`src/source/addr_map_pkg.sv`:
```
`default_nettype none

package addr_map_pkg;

  // Byte address carried by every request and used for both rule bounds
  typedef logic [31:0] addr_t;

  // Picks one of up to eight rule slots on the configuration port
  typedef logic [2:0] rule_sel_t;

  // Width of a port index for a given number of ports
  // A single port still gets one index bit so the vectors never collapse
  function automatic int unsigned idx_width(input int unsigned num_idx);
    int unsigned width;
    width = (num_idx > 32'd1) ? unsigned'($clog2(num_idx)) : 32'd1;
    return width;
  endfunction

endpackage

`default_nettype wire

```
`src/source/router_pkg.sv`:
```
`default_nettype none

package router_pkg;

  // Payload word that travels with each request
  typedef logic [31:0] data_t;

  // Downstream credit count, wide enough for up to 15 credits per port
  typedef logic [3:0] credit_t;

  // The holding stage is either free or carries exactly one request
  typedef enum logic [0:0] {
    route_empty,
    route_held
  } route_state_t;

endpackage

`default_nettype wire

```
`src/source/addr_decode_dync.sv`:
```
`timescale 1ns/1ps
`default_nettype none

module addr_decode_dync #(
  parameter int unsigned NoIndices = 4,
  parameter int unsigned NoRules   = 4,
  parameter bit          Napot     = 1'b0,
  localparam int unsigned IdxWidth = addr_map_pkg::idx_width(NoIndices)
) (
  input  addr_map_pkg::addr_t                addr_i,
  input  addr_map_pkg::addr_t [NoRules-1:0]  rule_start_i,
  input  addr_map_pkg::addr_t [NoRules-1:0]  rule_end_i,
  input  logic [NoRules-1:0][IdxWidth-1:0]   rule_idx_i,
  input  logic                               en_default_idx_i,
  input  logic [IdxWidth-1:0]                default_idx_i,
  input  logic                               config_ongoing_i,
  output logic [IdxWidth-1:0]                idx_o,
  output logic                               dec_valid_o,
  output logic                               dec_error_o
);

  // One hit bit per rule, evaluated independently of priority
  logic [NoRules-1:0] rule_hit;

  always_comb begin
    for (int unsigned i = 0; i < NoRules; i++) begin
      if (Napot) begin
        // Base and mask form, the end field holds the mask
        rule_hit[i] = ((rule_start_i[i] & rule_end_i[i]) == (addr_i & rule_end_i[i]));
      end else begin
        // Start is inclusive, end is exclusive, and an end of zero runs to the top
        rule_hit[i] = (addr_i >= rule_start_i[i]) &&
                      ((addr_i < rule_end_i[i]) || (rule_end_i[i] == '0));
      end
    end
  end

  always_comb begin
    // Unmatched addresses fall to the default port when it is enabled
    // The default route counts as a valid decode so the router can forward it
    dec_valid_o = en_default_idx_i & ~config_ongoing_i;
    // An open configuration window hides errors as well as hits
    dec_error_o = ~en_default_idx_i & ~config_ongoing_i;
    idx_o       = en_default_idx_i ? default_idx_i : '0;

    // Walk the rules upwards so the highest matching slot is the last to write
    for (int unsigned i = 0; i < NoRules; i++) begin
      if (rule_hit[i]) begin
        dec_valid_o = ~config_ongoing_i;
        dec_error_o = 1'b0;
        // During configuration the index is parked on the default
        idx_o       = config_ongoing_i ? default_idx_i : rule_idx_i[i];
      end
    end
  end

endmodule

`default_nettype wire

```
`src/source/addr_map_regs.sv`:
```
`timescale 1ns/1ps
`default_nettype none

module addr_map_regs #(
  parameter int unsigned NoPorts = 4,
  parameter int unsigned NoRules = 4,
  localparam int unsigned IdxWidth = addr_map_pkg::idx_width(NoPorts)
) (
  input  logic                               clk_i,
  input  logic                               rst_n_i,
  input  logic                               cfg_begin_i,
  input  logic                               cfg_commit_i,
  input  logic                               cfg_we_i,
  input  addr_map_pkg::rule_sel_t            cfg_sel_i,
  input  addr_map_pkg::addr_t                cfg_start_i,
  input  addr_map_pkg::addr_t                cfg_end_i,
  input  logic [IdxWidth-1:0]                cfg_idx_i,
  input  logic                               cfg_default_we_i,
  input  logic                               cfg_default_en_i,
  input  logic [IdxWidth-1:0]                cfg_default_idx_i,
  output addr_map_pkg::addr_t [NoRules-1:0]  rule_start_o,
  output addr_map_pkg::addr_t [NoRules-1:0]  rule_end_o,
  output logic [NoRules-1:0][IdxWidth-1:0]   rule_idx_o,
  output logic                               default_en_o,
  output logic [IdxWidth-1:0]                default_idx_o,
  output logic                               config_ongoing_o
);

  // Window flag, high while software is rewriting the map
  logic config_q;

  // Rule slots and the default route
  addr_map_pkg::addr_t [NoRules-1:0] start_q;
  addr_map_pkg::addr_t [NoRules-1:0] end_q;
  logic [NoRules-1:0][IdxWidth-1:0]  idx_q;
  logic                              default_en_q;
  logic [IdxWidth-1:0]               default_idx_q;

  // The window opens one cycle after begin and stays open through the commit cycle
  // A commit wins if both strobes arrive together
  always_ff @(posedge clk_i or negedge rst_n_i) begin
    if (!rst_n_i) begin
      config_q <= 1'b0;
    end else if (cfg_commit_i) begin
      config_q <= 1'b0;
    end else if (cfg_begin_i) begin
      config_q <= 1'b1;
    end
  end

  // Rule writes only land while the window is open
  // Slot numbers beyond NoRules match nothing and are dropped
  always_ff @(posedge clk_i or negedge rst_n_i) begin
    if (!rst_n_i) begin
      start_q <= '0;
      end_q   <= '0;
      idx_q   <= '0;
    end else if (config_q && cfg_we_i) begin
      for (int unsigned i = 0; i < NoRules; i++) begin
        if (cfg_sel_i == addr_map_pkg::rule_sel_t'(i)) begin
          start_q[i] <= cfg_start_i;
          end_q[i]   <= cfg_end_i;
          idx_q[i]   <= cfg_idx_i;
        end
      end
    end
  end

  // Default route, disabled after reset
  always_ff @(posedge clk_i or negedge rst_n_i) begin
    if (!rst_n_i) begin
      default_en_q  <= 1'b0;
      default_idx_q <= '0;
    end else if (config_q && cfg_default_we_i) begin
      default_en_q  <= cfg_default_en_i;
      default_idx_q <= cfg_default_idx_i;
    end
  end

  assign rule_start_o     = start_q;
  assign rule_end_o       = end_q;
  assign rule_idx_o       = idx_q;
  assign default_en_o     = default_en_q;
  assign default_idx_o    = default_idx_q;
  assign config_ongoing_o = config_q;

endmodule

`default_nettype wire

```
`src/source/credit_counter.sv`:
```
`timescale 1ns/1ps
`default_nettype none

module credit_counter #(
  parameter int unsigned MaxCredits = 2
) (
  input  logic clk_i,
  input  logic rst_n_i,
  input  logic send_i,
  input  logic credit_i,
  output logic has_credit_o
);

  // Credits the downstream port still grants us
  router_pkg::credit_t count_q;

  // A send spends one credit and a returned pulse restores one
  // Both in the same cycle cancel out
  always_ff @(posedge clk_i or negedge rst_n_i) begin
    if (!rst_n_i) begin
      count_q <= router_pkg::credit_t'(MaxCredits);
    end else begin
      unique case ({send_i, credit_i})
        2'b10: begin
          count_q <= count_q - router_pkg::credit_t'(1);
        end
        2'b01: begin
          count_q <= count_q + router_pkg::credit_t'(1);
        end
        default: begin
          count_q <= count_q;
        end
      endcase
    end
  end

  // Sending is allowed as long as one credit is left
  assign has_credit_o = (count_q != '0);

endmodule

`default_nettype wire

```
`src/source/req_router.sv`:
```
`timescale 1ns/1ps
`default_nettype none

module req_router #(
  parameter int unsigned NoPorts = 4,
  localparam int unsigned IdxWidth = addr_map_pkg::idx_width(NoPorts)
) (
  input  logic                  clk_i,
  input  logic                  rst_n_i,
  input  logic                  in_valid_i,
  input  addr_map_pkg::addr_t   in_addr_i,
  input  router_pkg::data_t     in_data_i,
  input  logic [IdxWidth-1:0]   dec_idx_i,
  input  logic                  dec_valid_i,
  input  logic                  dec_error_i,
  input  logic [NoPorts-1:0]    has_credit_i,
  output addr_map_pkg::addr_t   held_addr_o,
  output logic [NoPorts-1:0]    out_valid_o,
  output addr_map_pkg::addr_t   out_addr_o,
  output router_pkg::data_t     out_data_o,
  output logic                  err_valid_o,
  output addr_map_pkg::addr_t   err_addr_o,
  output logic                  in_credit_o
);

  router_pkg::route_state_t state_q;
  router_pkg::route_state_t state_d;

  // Payload of the held request
  addr_map_pkg::addr_t addr_q;
  router_pkg::data_t   data_q;

  logic held;
  logic fwd;
  logic drop;
  logic leave;
  logic accept;

  assign held = (state_q == router_pkg::route_held);

  // Only the decoded port fires, and only while it still has credit
  // With no credit the request simply waits in the stage
  always_comb begin
    out_valid_o = '0;
    for (int unsigned k = 0; k < NoPorts; k++) begin
      if (held && dec_valid_i && (dec_idx_i == IdxWidth'(k))) begin
        out_valid_o[k] = has_credit_i[k];
      end
    end
  end

  assign fwd  = |out_valid_o;
  // The decoder already masks errors while the map is being rewritten
  assign drop = held & dec_error_i;

  // Either outcome frees the entry and hands the upstream credit back
  assign leave = fwd | drop;

  // A new request may land in the same cycle the old one departs
  assign accept = in_valid_i & (~held | leave);

  always_comb begin
    state_d = state_q;
    unique case (state_q)
      router_pkg::route_empty: begin
        if (in_valid_i) begin
          state_d = router_pkg::route_held;
        end
      end
      router_pkg::route_held: begin
        if (leave && !in_valid_i) begin
          state_d = router_pkg::route_empty;
        end
      end
      default: begin
        state_d = router_pkg::route_empty;
      end
    endcase
  end

  always_ff @(posedge clk_i or negedge rst_n_i) begin
    if (!rst_n_i) begin
      state_q <= router_pkg::route_empty;
    end else begin
      state_q <= state_d;
    end
  end

  // Payload registers follow the accept strobe
  always_ff @(posedge clk_i) begin
    if (accept) begin
      addr_q <= in_addr_i;
      data_q <= in_data_i;
    end
  end

  // The decoder sees the held address, so routing starts in the cycle after sampling
  assign held_addr_o = addr_q;
  assign out_addr_o  = addr_q;
  assign out_data_o  = data_q;
  assign err_valid_o = drop;
  assign err_addr_o  = addr_q;
  assign in_credit_o = leave;

endmodule

`default_nettype wire

```
`src/source/addr_router_top.sv`:
```
`timescale 1ns/1ps
`default_nettype none

module addr_router_top #(
  parameter int unsigned NoPorts    = 4,
  parameter int unsigned NoRules    = 4,
  parameter int unsigned MaxCredits = 2,
  localparam int unsigned IdxWidth  = addr_map_pkg::idx_width(NoPorts)
) (
  input  logic                    clk_i,
  input  logic                    rst_n_i,
  // Upstream request port
  input  logic                    in_valid_i,
  input  addr_map_pkg::addr_t     in_addr_i,
  input  router_pkg::data_t       in_data_i,
  output logic                    in_credit_o,
  // Downstream ports, address and data are shared
  output logic [NoPorts-1:0]      out_valid_o,
  output addr_map_pkg::addr_t     out_addr_o,
  output router_pkg::data_t       out_data_o,
  input  logic [NoPorts-1:0]      out_credit_i,
  // Dropped requests
  output logic                    err_valid_o,
  output addr_map_pkg::addr_t     err_addr_o,
  // Map configuration
  input  logic                    cfg_begin_i,
  input  logic                    cfg_commit_i,
  input  logic                    cfg_we_i,
  input  addr_map_pkg::rule_sel_t cfg_sel_i,
  input  addr_map_pkg::addr_t     cfg_start_i,
  input  addr_map_pkg::addr_t     cfg_end_i,
  input  logic [IdxWidth-1:0]     cfg_idx_i,
  input  logic                    cfg_default_we_i,
  input  logic                    cfg_default_en_i,
  input  logic [IdxWidth-1:0]     cfg_default_idx_i
);

  // Only plain ranges are used in this router
  localparam bit Napot = 1'b0;

  addr_map_pkg::addr_t [NoRules-1:0] rule_start;
  addr_map_pkg::addr_t [NoRules-1:0] rule_end;
  logic [NoRules-1:0][IdxWidth-1:0]  rule_idx;
  logic                              default_en;
  logic [IdxWidth-1:0]               default_idx;
  logic                              config_ongoing;

  addr_map_pkg::addr_t               held_addr;
  logic [IdxWidth-1:0]               dec_idx;
  logic                              dec_valid;
  logic                              dec_error;
  logic [NoPorts-1:0]                has_credit;
  logic [NoPorts-1:0]                send;

  addr_map_regs #(
    .NoPorts (NoPorts),
    .NoRules (NoRules)
  ) u_map_regs (
    .clk_i             (clk_i),
    .rst_n_i           (rst_n_i),
    .cfg_begin_i       (cfg_begin_i),
    .cfg_commit_i      (cfg_commit_i),
    .cfg_we_i          (cfg_we_i),
    .cfg_sel_i         (cfg_sel_i),
    .cfg_start_i       (cfg_start_i),
    .cfg_end_i         (cfg_end_i),
    .cfg_idx_i         (cfg_idx_i),
    .cfg_default_we_i  (cfg_default_we_i),
    .cfg_default_en_i  (cfg_default_en_i),
    .cfg_default_idx_i (cfg_default_idx_i),
    .rule_start_o      (rule_start),
    .rule_end_o        (rule_end),
    .rule_idx_o        (rule_idx),
    .default_en_o      (default_en),
    .default_idx_o     (default_idx),
    .config_ongoing_o  (config_ongoing)
  );

  addr_decode_dync #(
    .NoIndices (NoPorts),
    .NoRules   (NoRules),
    .Napot     (Napot)
  ) u_decode (
    .addr_i           (held_addr),
    .rule_start_i     (rule_start),
    .rule_end_i       (rule_end),
    .rule_idx_i       (rule_idx),
    .en_default_idx_i (default_en),
    .default_idx_i    (default_idx),
    .config_ongoing_i (config_ongoing),
    .idx_o            (dec_idx),
    .dec_valid_o      (dec_valid),
    .dec_error_o      (dec_error)
  );

  req_router #(
    .NoPorts (NoPorts)
  ) u_router (
    .clk_i        (clk_i),
    .rst_n_i      (rst_n_i),
    .in_valid_i   (in_valid_i),
    .in_addr_i    (in_addr_i),
    .in_data_i    (in_data_i),
    .dec_idx_i    (dec_idx),
    .dec_valid_i  (dec_valid),
    .dec_error_i  (dec_error),
    .has_credit_i (has_credit),
    .held_addr_o  (held_addr),
    .out_valid_o  (send),
    .out_addr_o   (out_addr_o),
    .out_data_o   (out_data_o),
    .err_valid_o  (err_valid_o),
    .err_addr_o   (err_addr_o),
    .in_credit_o  (in_credit_o)
  );

  // One credit account per downstream port, charged by that port's valid bit
  for (genvar k = 0; k < NoPorts; k++) begin : g_credit
    credit_counter #(
      .MaxCredits (MaxCredits)
    ) u_credit (
      .clk_i        (clk_i),
      .rst_n_i      (rst_n_i),
      .send_i       (send[k]),
      .credit_i     (out_credit_i[k]),
      .has_credit_o (has_credit[k])
    );
  end

  assign out_valid_o = send;

endmodule

`default_nettype wire

```
`config.mk`:
```
export PLATFORM = sky130hd
export DESIGN_NAME = addr_router_top
export DESIGN_NICKNAME = d
export VERILOG_FILES = /design/src/source/addr_map_pkg.sv /design/src/source/router_pkg.sv /design/src/source/addr_decode_dync.sv /design/src/source/addr_map_regs.sv /design/src/source/credit_counter.sv /design/src/source/req_router.sv /design/src/source/addr_router_top.sv
export SDC_FILE = /design/constraint.sdc
export NUM_CORES = 1
export LEC_CHECK = 0
export BUFFER_PORTS_ARGS = -buffer_cell sky130_fd_sc_hd__buf_2
export CORE_ASPECT_RATIO = 0.75
export CORE_UTILIZATION = 30
export CTS_CLUSTER_DIAMETER = 80
export DETAILED_ROUTE_END_ITERATION = 10
export GPL_TIMING_DRIVEN = 0
export SLEW_MARGIN = 10
export SYNTH_ARGS = -nofsm -noshare
export SYNTH_HDL_FRONTEND = slang
export SYNTH_SLANG_ARGS = --single-unit
export TNS_END_PERCENT = 30
```
`constraint.sdc`:
```
create_clock -name clk_i -period 18.4 [get_ports clk_i]
set_input_delay 2.76 -clock clk_i [delete_from_list [all_inputs] [get_ports clk_i]]
set_output_delay 2.76 -clock clk_i [all_outputs]
set_load 0.1 [all_outputs]
```
Word-level counts from Yosys, hierarchy flattened
Cells that the tools add are included.
W data, S select, Z words.

operators by class
  reduce and logical (&&, ||, !) cells = 37
  order comparisons = 8
  bitwise logic cells = 9
  add/sub/neg operators = 8
  eq/ne operators = 14
  mux-type cells = 30

operator list
  operator               count
  $ge A32 B32 Y1         4
  $logic_not A32 Y1      4
  $lt A32 B32 Y1         4
  $pmux W4 S2            4
  $mux W2                9
  $add A4 B1 Y4 const B  4
  $mux W1                16
  $reduce_bool A4 Y1     4
  $sub A4 B1 Y4 const B  4
  $eq A2 B2 Y1 const B   6
  $logic_and A1 B1 Y1    12
  $eq A2 B1 Y1 const B   5
  $reduce_bool A2 Y1     5
  $reduce_and A2 Y1      4
  $eq A3 B2 Y1 const B   2
  $and A1 B1 Y1          4
  $logic_or A1 B1 Y1     4
  $reduce_or A4 Y1       1
  $eq A3 B1 Y1 const B   1
  $logic_not A3 Y1       1
  $not A1 Y1             3
  $logic_not A2 Y1       1
  $or A1 B1 Y1           2
  $pmux W1 S2            1
  $logic_not A1 Y1       1

storage, ports and cells
  input port bits = 147
  bits in registers = 349
  word-level logic and storage cells = 128
  output and inout bits = 102

Logic depth before layout (Yosys ltp)
  depth after elaboration = 15
  gate-level depth with buffers = 21
  depth with buffers taken out = 21

Cells and area by module
Synthesis repeated with hierarchy kept, for this count alone.

unflattened totals
  cells, all modules = 1,781
  area total of the unflattened synthesis = 20,633.5 um2

modules (own cells, without submodules)
  module            area each (um2)  instances  cells an instance  seq. area each (um2)
  addr_map_regs     10,097.2         1          573                6,706.4
  addr_decode_dync  6,725.2          1          939                0.0
  req_router        2,544.9          1          149                1,946.9
  credit_counter    316.6            4          30                 101.3

Worst setup path after synthesis
OpenSTA, ideal clock, no wires.

  path type = register to output
  from = register u_router.addr_q[14], in the netlist u_router.err_addr_o[14]
  to = output port in_credit_o
  path slack = 10.510 ns
  buffers on the path = 0
  stages on the path, launching flop included = 13
  arrival = 5.130 ns
  cell sequence = edfxtp_1 > ha_1 > nand4_2 > or3_1 > or4_1 > a31oi_1 > o21bai_2 > a22oi_2 > mux2_1 > mux2_1 > a2bb2oi_2 > mux2i_1 > o211ai_1

on the way
  word-level cells in the longest chain between the ends = 12
  elaborated cells between the ends (all ways) = 44
  those cells by class = order compare (8); eq/ne (3); mux (16); bitwise (2); reduce/logical (15)

RTL lines
  item                                                     line                    text
  from (decl)                                              req_router.sv:30        addr_map_pkg::addr_t addr_q;
  from (signal assigned)                                   req_router.sv:92        addr_q <= in_addr_i;
  $lt A32 B32 Y1                                           addr_decode_dync.sv:33  ((addr_i < rule_end_i[i]) || (rule_end_i[i] == '0));
  $logic_or A1 B1 Y1                                       addr_decode_dync.sv:33
  $logic_and A1 B1 Y1                                      addr_decode_dync.sv:32  rule_hit[i] = (addr_i >= rule_start_i[i]) &&
  $mux W2 / $mux W1 (equally long branches) (4 in series)  addr_decode_dync.sv:48  if (rule_hit[i]) begin
  $eq A2 B1 Y1, or another cell as far along               req_router.sv:46        if (held && dec_valid_i && (dec_idx_i == IdxWidth'(k))) begin
  $logic_and A1 B1 Y1                                      req_router.sv:46
  $mux W1                                                  req_router.sv:46
  $reduce_or A4 Y1                                         req_router.sv:52        assign fwd = |out_valid_o;
  $or A1 B1 Y1 *                                           req_router.sv:57        assign leave = fwd | drop;
  to (decl)                                                addr_router_top.sv:16   output logic in_credit_o,

Every way passes the cells marked *; elsewhere a longest branch is shown, timed or not.

Worst setup path after layout
  from = register u_router.addr_q[25], in the netlist u_router.err_addr_o[25]
  to = output port in_credit_o

The elaborated chain is that of the path after synthesis.

==> results by group <==
Run status
  • Status: finished clean

Pwr
  • Total net switching power: 1.32 mW
  • Gate power share: 0.376
  • P_int: 1.95 mW
  • Switching fraction of total power: 0.403
  • PD cells: 139 mW/mm²
  • Tot Pwr: 3.27 mW
  • Clock share of power: 0.267
  • Share of power burned in registers: 0.357
  • LEAKAGE: 11.1 nW
  • Max VDD drop: 0.0716 mV

Critical path
  • Register-to-Register Path Depth: 19
  • Crit-path max FO: 10
  • Worst Path Required: 15640 ps
  • Crit end category: output pin
  • FF-to-FF setup slack: 12650 ps
  • Worst Path Arrival: 5440 ps
  • WS Path Type: reg2out
  • RR Startpoint: u_router.err_addr_o[25]
  • Worst r2r dst: g_credit[3].u_credit.count_q[3]
  • CP Launch Type: flip-flop

Hold path
  • Hold Path Depth: 1
  • Tightest Hold Check Type: reg2reg
  • Worst Hold End: g_credit[3].u_credit.count_q[3]
  • Worst hold start: g_credit[3].u_credit.count_q[3]

Timing
  • RSZ-0062 raised after global routing: no
  • Worst-Margin Slew: 985 ps
  • Slew HR: 0.343
  • F_max: 122 MHz
  • Post-Route Skew: 16.6 ps
  • Slew Viols, Final: 0
  • Final setup viols: 0
  • Fin. Hold Viols: 0
  • Minimum clock period: 8200 ps
  • Final period util: 0.446
  • Setup total negative slack: 0 ps

Synth
  • Area share of the largest cell type after synthesis: 0.358
  • Yosys warns: 0
  • Part of the Yosys area used for sequential elements: 0.461
  • Synthesis-stage register bit count: 349
  • Library cells used by synthesis: 62
  • Post-Synthesis Cells: 1893
  • Post-synth top area cell: dfrtp_1
  • Net Count, Synth: 2308
  • Commonest cells in the netlist: dfrtp_1, inv_1, ha_1, nand2_1, o21ai_0
  • Most frequent cell after synthesis: dfrtp_1
  • Mapped cell area: 0.0197 mm²
  • Post-synth EDFFs: 64
  • Syn_area_per_cell: 10.4 µm²
  • Synth Flop Type: dfrtp_1
  • Area contributors post-synth: dfrtp_1, ha_1, edfxtp_1
  • Post-synth ARST share: 0.817

Routing
  • Routed Antenna Nets: 0
  • 1st-pass router iterations: 5
  • Iteration-0 DRC Markers: 1115
  • WL per Instance: 19.7 µm
  • DR vias: 15300
  • Total Wirelength: 60800 µm
  • Drt drc: 0
  • Drt via density: 4.97

Clocking
  • Clock buffer depth: 3
  • Clk_lat worst skew: 580 ps
  • Clk sinks: 349
  • Post-CTS Setup Bufs: 0
  • Total CTS buffers: 42
  • TritonCTS clock tree: done
  • Post-CTS resize count: 0
  • # H-tree levels: 2
  • Cts hold-fix bufs: 0
  • CTS root buf: clkbuf_16
  • Clock-pin slew on the worst setup and hold paths: 60 ps

Final layout
  • Nets: 2605
  • Share of cells above drive strength 1: 0.230
  • Area grow syn2layout: 19.9%
  • Final Instance Count excl. Fillers: 3089

Place
  • Final HPWL DP: 46300 µm
  • Placed cells: 3007
  • Routability congestion estimate: 0.879
  • # port buffers: 248

Global route
  • First-pass GRT wire length: 92800 µm
  • Initial antenna violation count: 12
  • Tot GR Track Use: 0.182
  • Vias in the first global route: 15700
  • Grt ovf: 0
  • Largest net degree at the start of global routing: 110

Die
  • Die X: 298 µm
  • # IOs: 249
  • Placement Rows: 80
  • Die ar.: 0.0666 mm²
  • Height of the die: 224 µm
  • Core area: 0.0642 mm²
  • Initial Util: 0.307

Run
  • Maxcap violations: 0
cell usage in the layout (no fill, tap or decap), types with 13 or more instances in the layout:
cell type,instances
nand2_1,205
o21ai_0,183
a21oi_1,96
nor3_1,13
ha_1,264
dfrtp_1,281
mux2_2,147
nor2_1,48
buf_2,247
clkbuf_16,43
nand3_1,20
a21o_1,13
buf_4,36
a211oi_1,20
nand4_1,39
edfxtp_1,64
inv_1,266
nor4_1,40
clkbuf_1,49
power groups by stage:
| stage | sequential, mW | combinational (mW) | clock, mW |
|---|---|---|---|
| after floorplan | 1.27 | 0.771 | 0 |
| after global placement | 1.18 | 1.16 | 0 |
| after detailed placement | 1.18 | 1.23 | 0 |
| after CTS | 1.17 | 1.23 | 0.892 |
| after global routing | 1.19 | 1.36 | 0.924 |
| final | 1.17 | 1.23 | 0.874 |
kinds of logic after synthesis:
group | share of synthesized area
compound gates | 0.106
xor+xnor | 0.00713
fa+ha+maj | 0.172
buf+inv | 0.0731
flops | 0.461
mux | 0.0881
simple gates | 0.0931
critical path, stage by stage (launching register included):
cell and delay [ps]:
edfxtp_1 710, ha_1 460, nand4_1 140, nor4_1 420, nand2_1 180, a211o_1 330
a21oi_1 530, a21o_1 210, o31a_1 320, mux2_1 370, a2bb2oi_2 320, mux2i_1 440
o211ai_1 120, buf_2 310
metal layers:
layer  global-route usage  wire length, µm  part of all wire  vias to the layer above
li1                     -                -                 -                     7194
met1                0.251            27600              0.45                     7620
met2                0.287            27400              0.45                      421
met3               0.0399             4510             0.074                       93
met4               0.0481             1220             0.020                       14
met5                    0               80            0.0013                        -
cell type report:
| cell class | count | area, µm² |
|---|---|---|
| clock buffers | 54 | 1150 |
| inverters | 266 | 998 |
| clock inverters | 23 | 272 |
| multi-input cells | 1199 | 9190 |
| fillers | 6377 | 40600 |
| diodes | 5 | 12.5 |
| repair buffers | 253 | 1390 |
| flip-flops and latches | 349 | 9060 |
| well taps | 861 | 1080 |
| plain buffers | 79 | 439 |
registers in the layout (all words and copies together) (netlist names):
name and cells:
u_map_regs.default_idx_o 2, u_map_regs.rule_idx_o 8, u_map_regs.rule_start_o 128, u_router.err_addr_o 32
u_map_regs.config_ongoing_o 1, u_router.out_data_o 32, u_router.held 1, g_credit.u_credit.count_q 16
u_map_regs.rule_end_o 128, u_map_regs.default_en_o 1
how the worst max path moves through the flow:
stage | end | from | cells after the start | slack (ps)
4_1_cts | in_credit_o | u_router.err_addr_o[31] | 13 | 10220
3_5_place_dp | in_credit_o | u_router.err_addr_o[31] | 13 | 10850
3_3_place_gp | u_router.err_addr_o[10] | u_router.err_addr_o[31] | 12 | 7980
6_report | in_credit_o | u_router.err_addr_o[25] | 13 | 10200
2_1_floorplan | in_credit_o | u_router.err_addr_o[14] | 12 | 10510
5_1_grt | in_credit_o | u_router.err_addr_o[0] | 14 | 10030
metrics by stage:
stage	util	instance area [µm²]	hold WS (ps)	worst slack [ps]
after floorplan	-	19700	435	10510
after global placement	0.343	22000	459	7980
after detailed placement	0.345	22200	459	10850
after CTS	0.367	23600	470	10220
after global routing	0.367	23600	493	10030
final	0.368	23600	473	10200
Power figures use the tool's default switching activity.
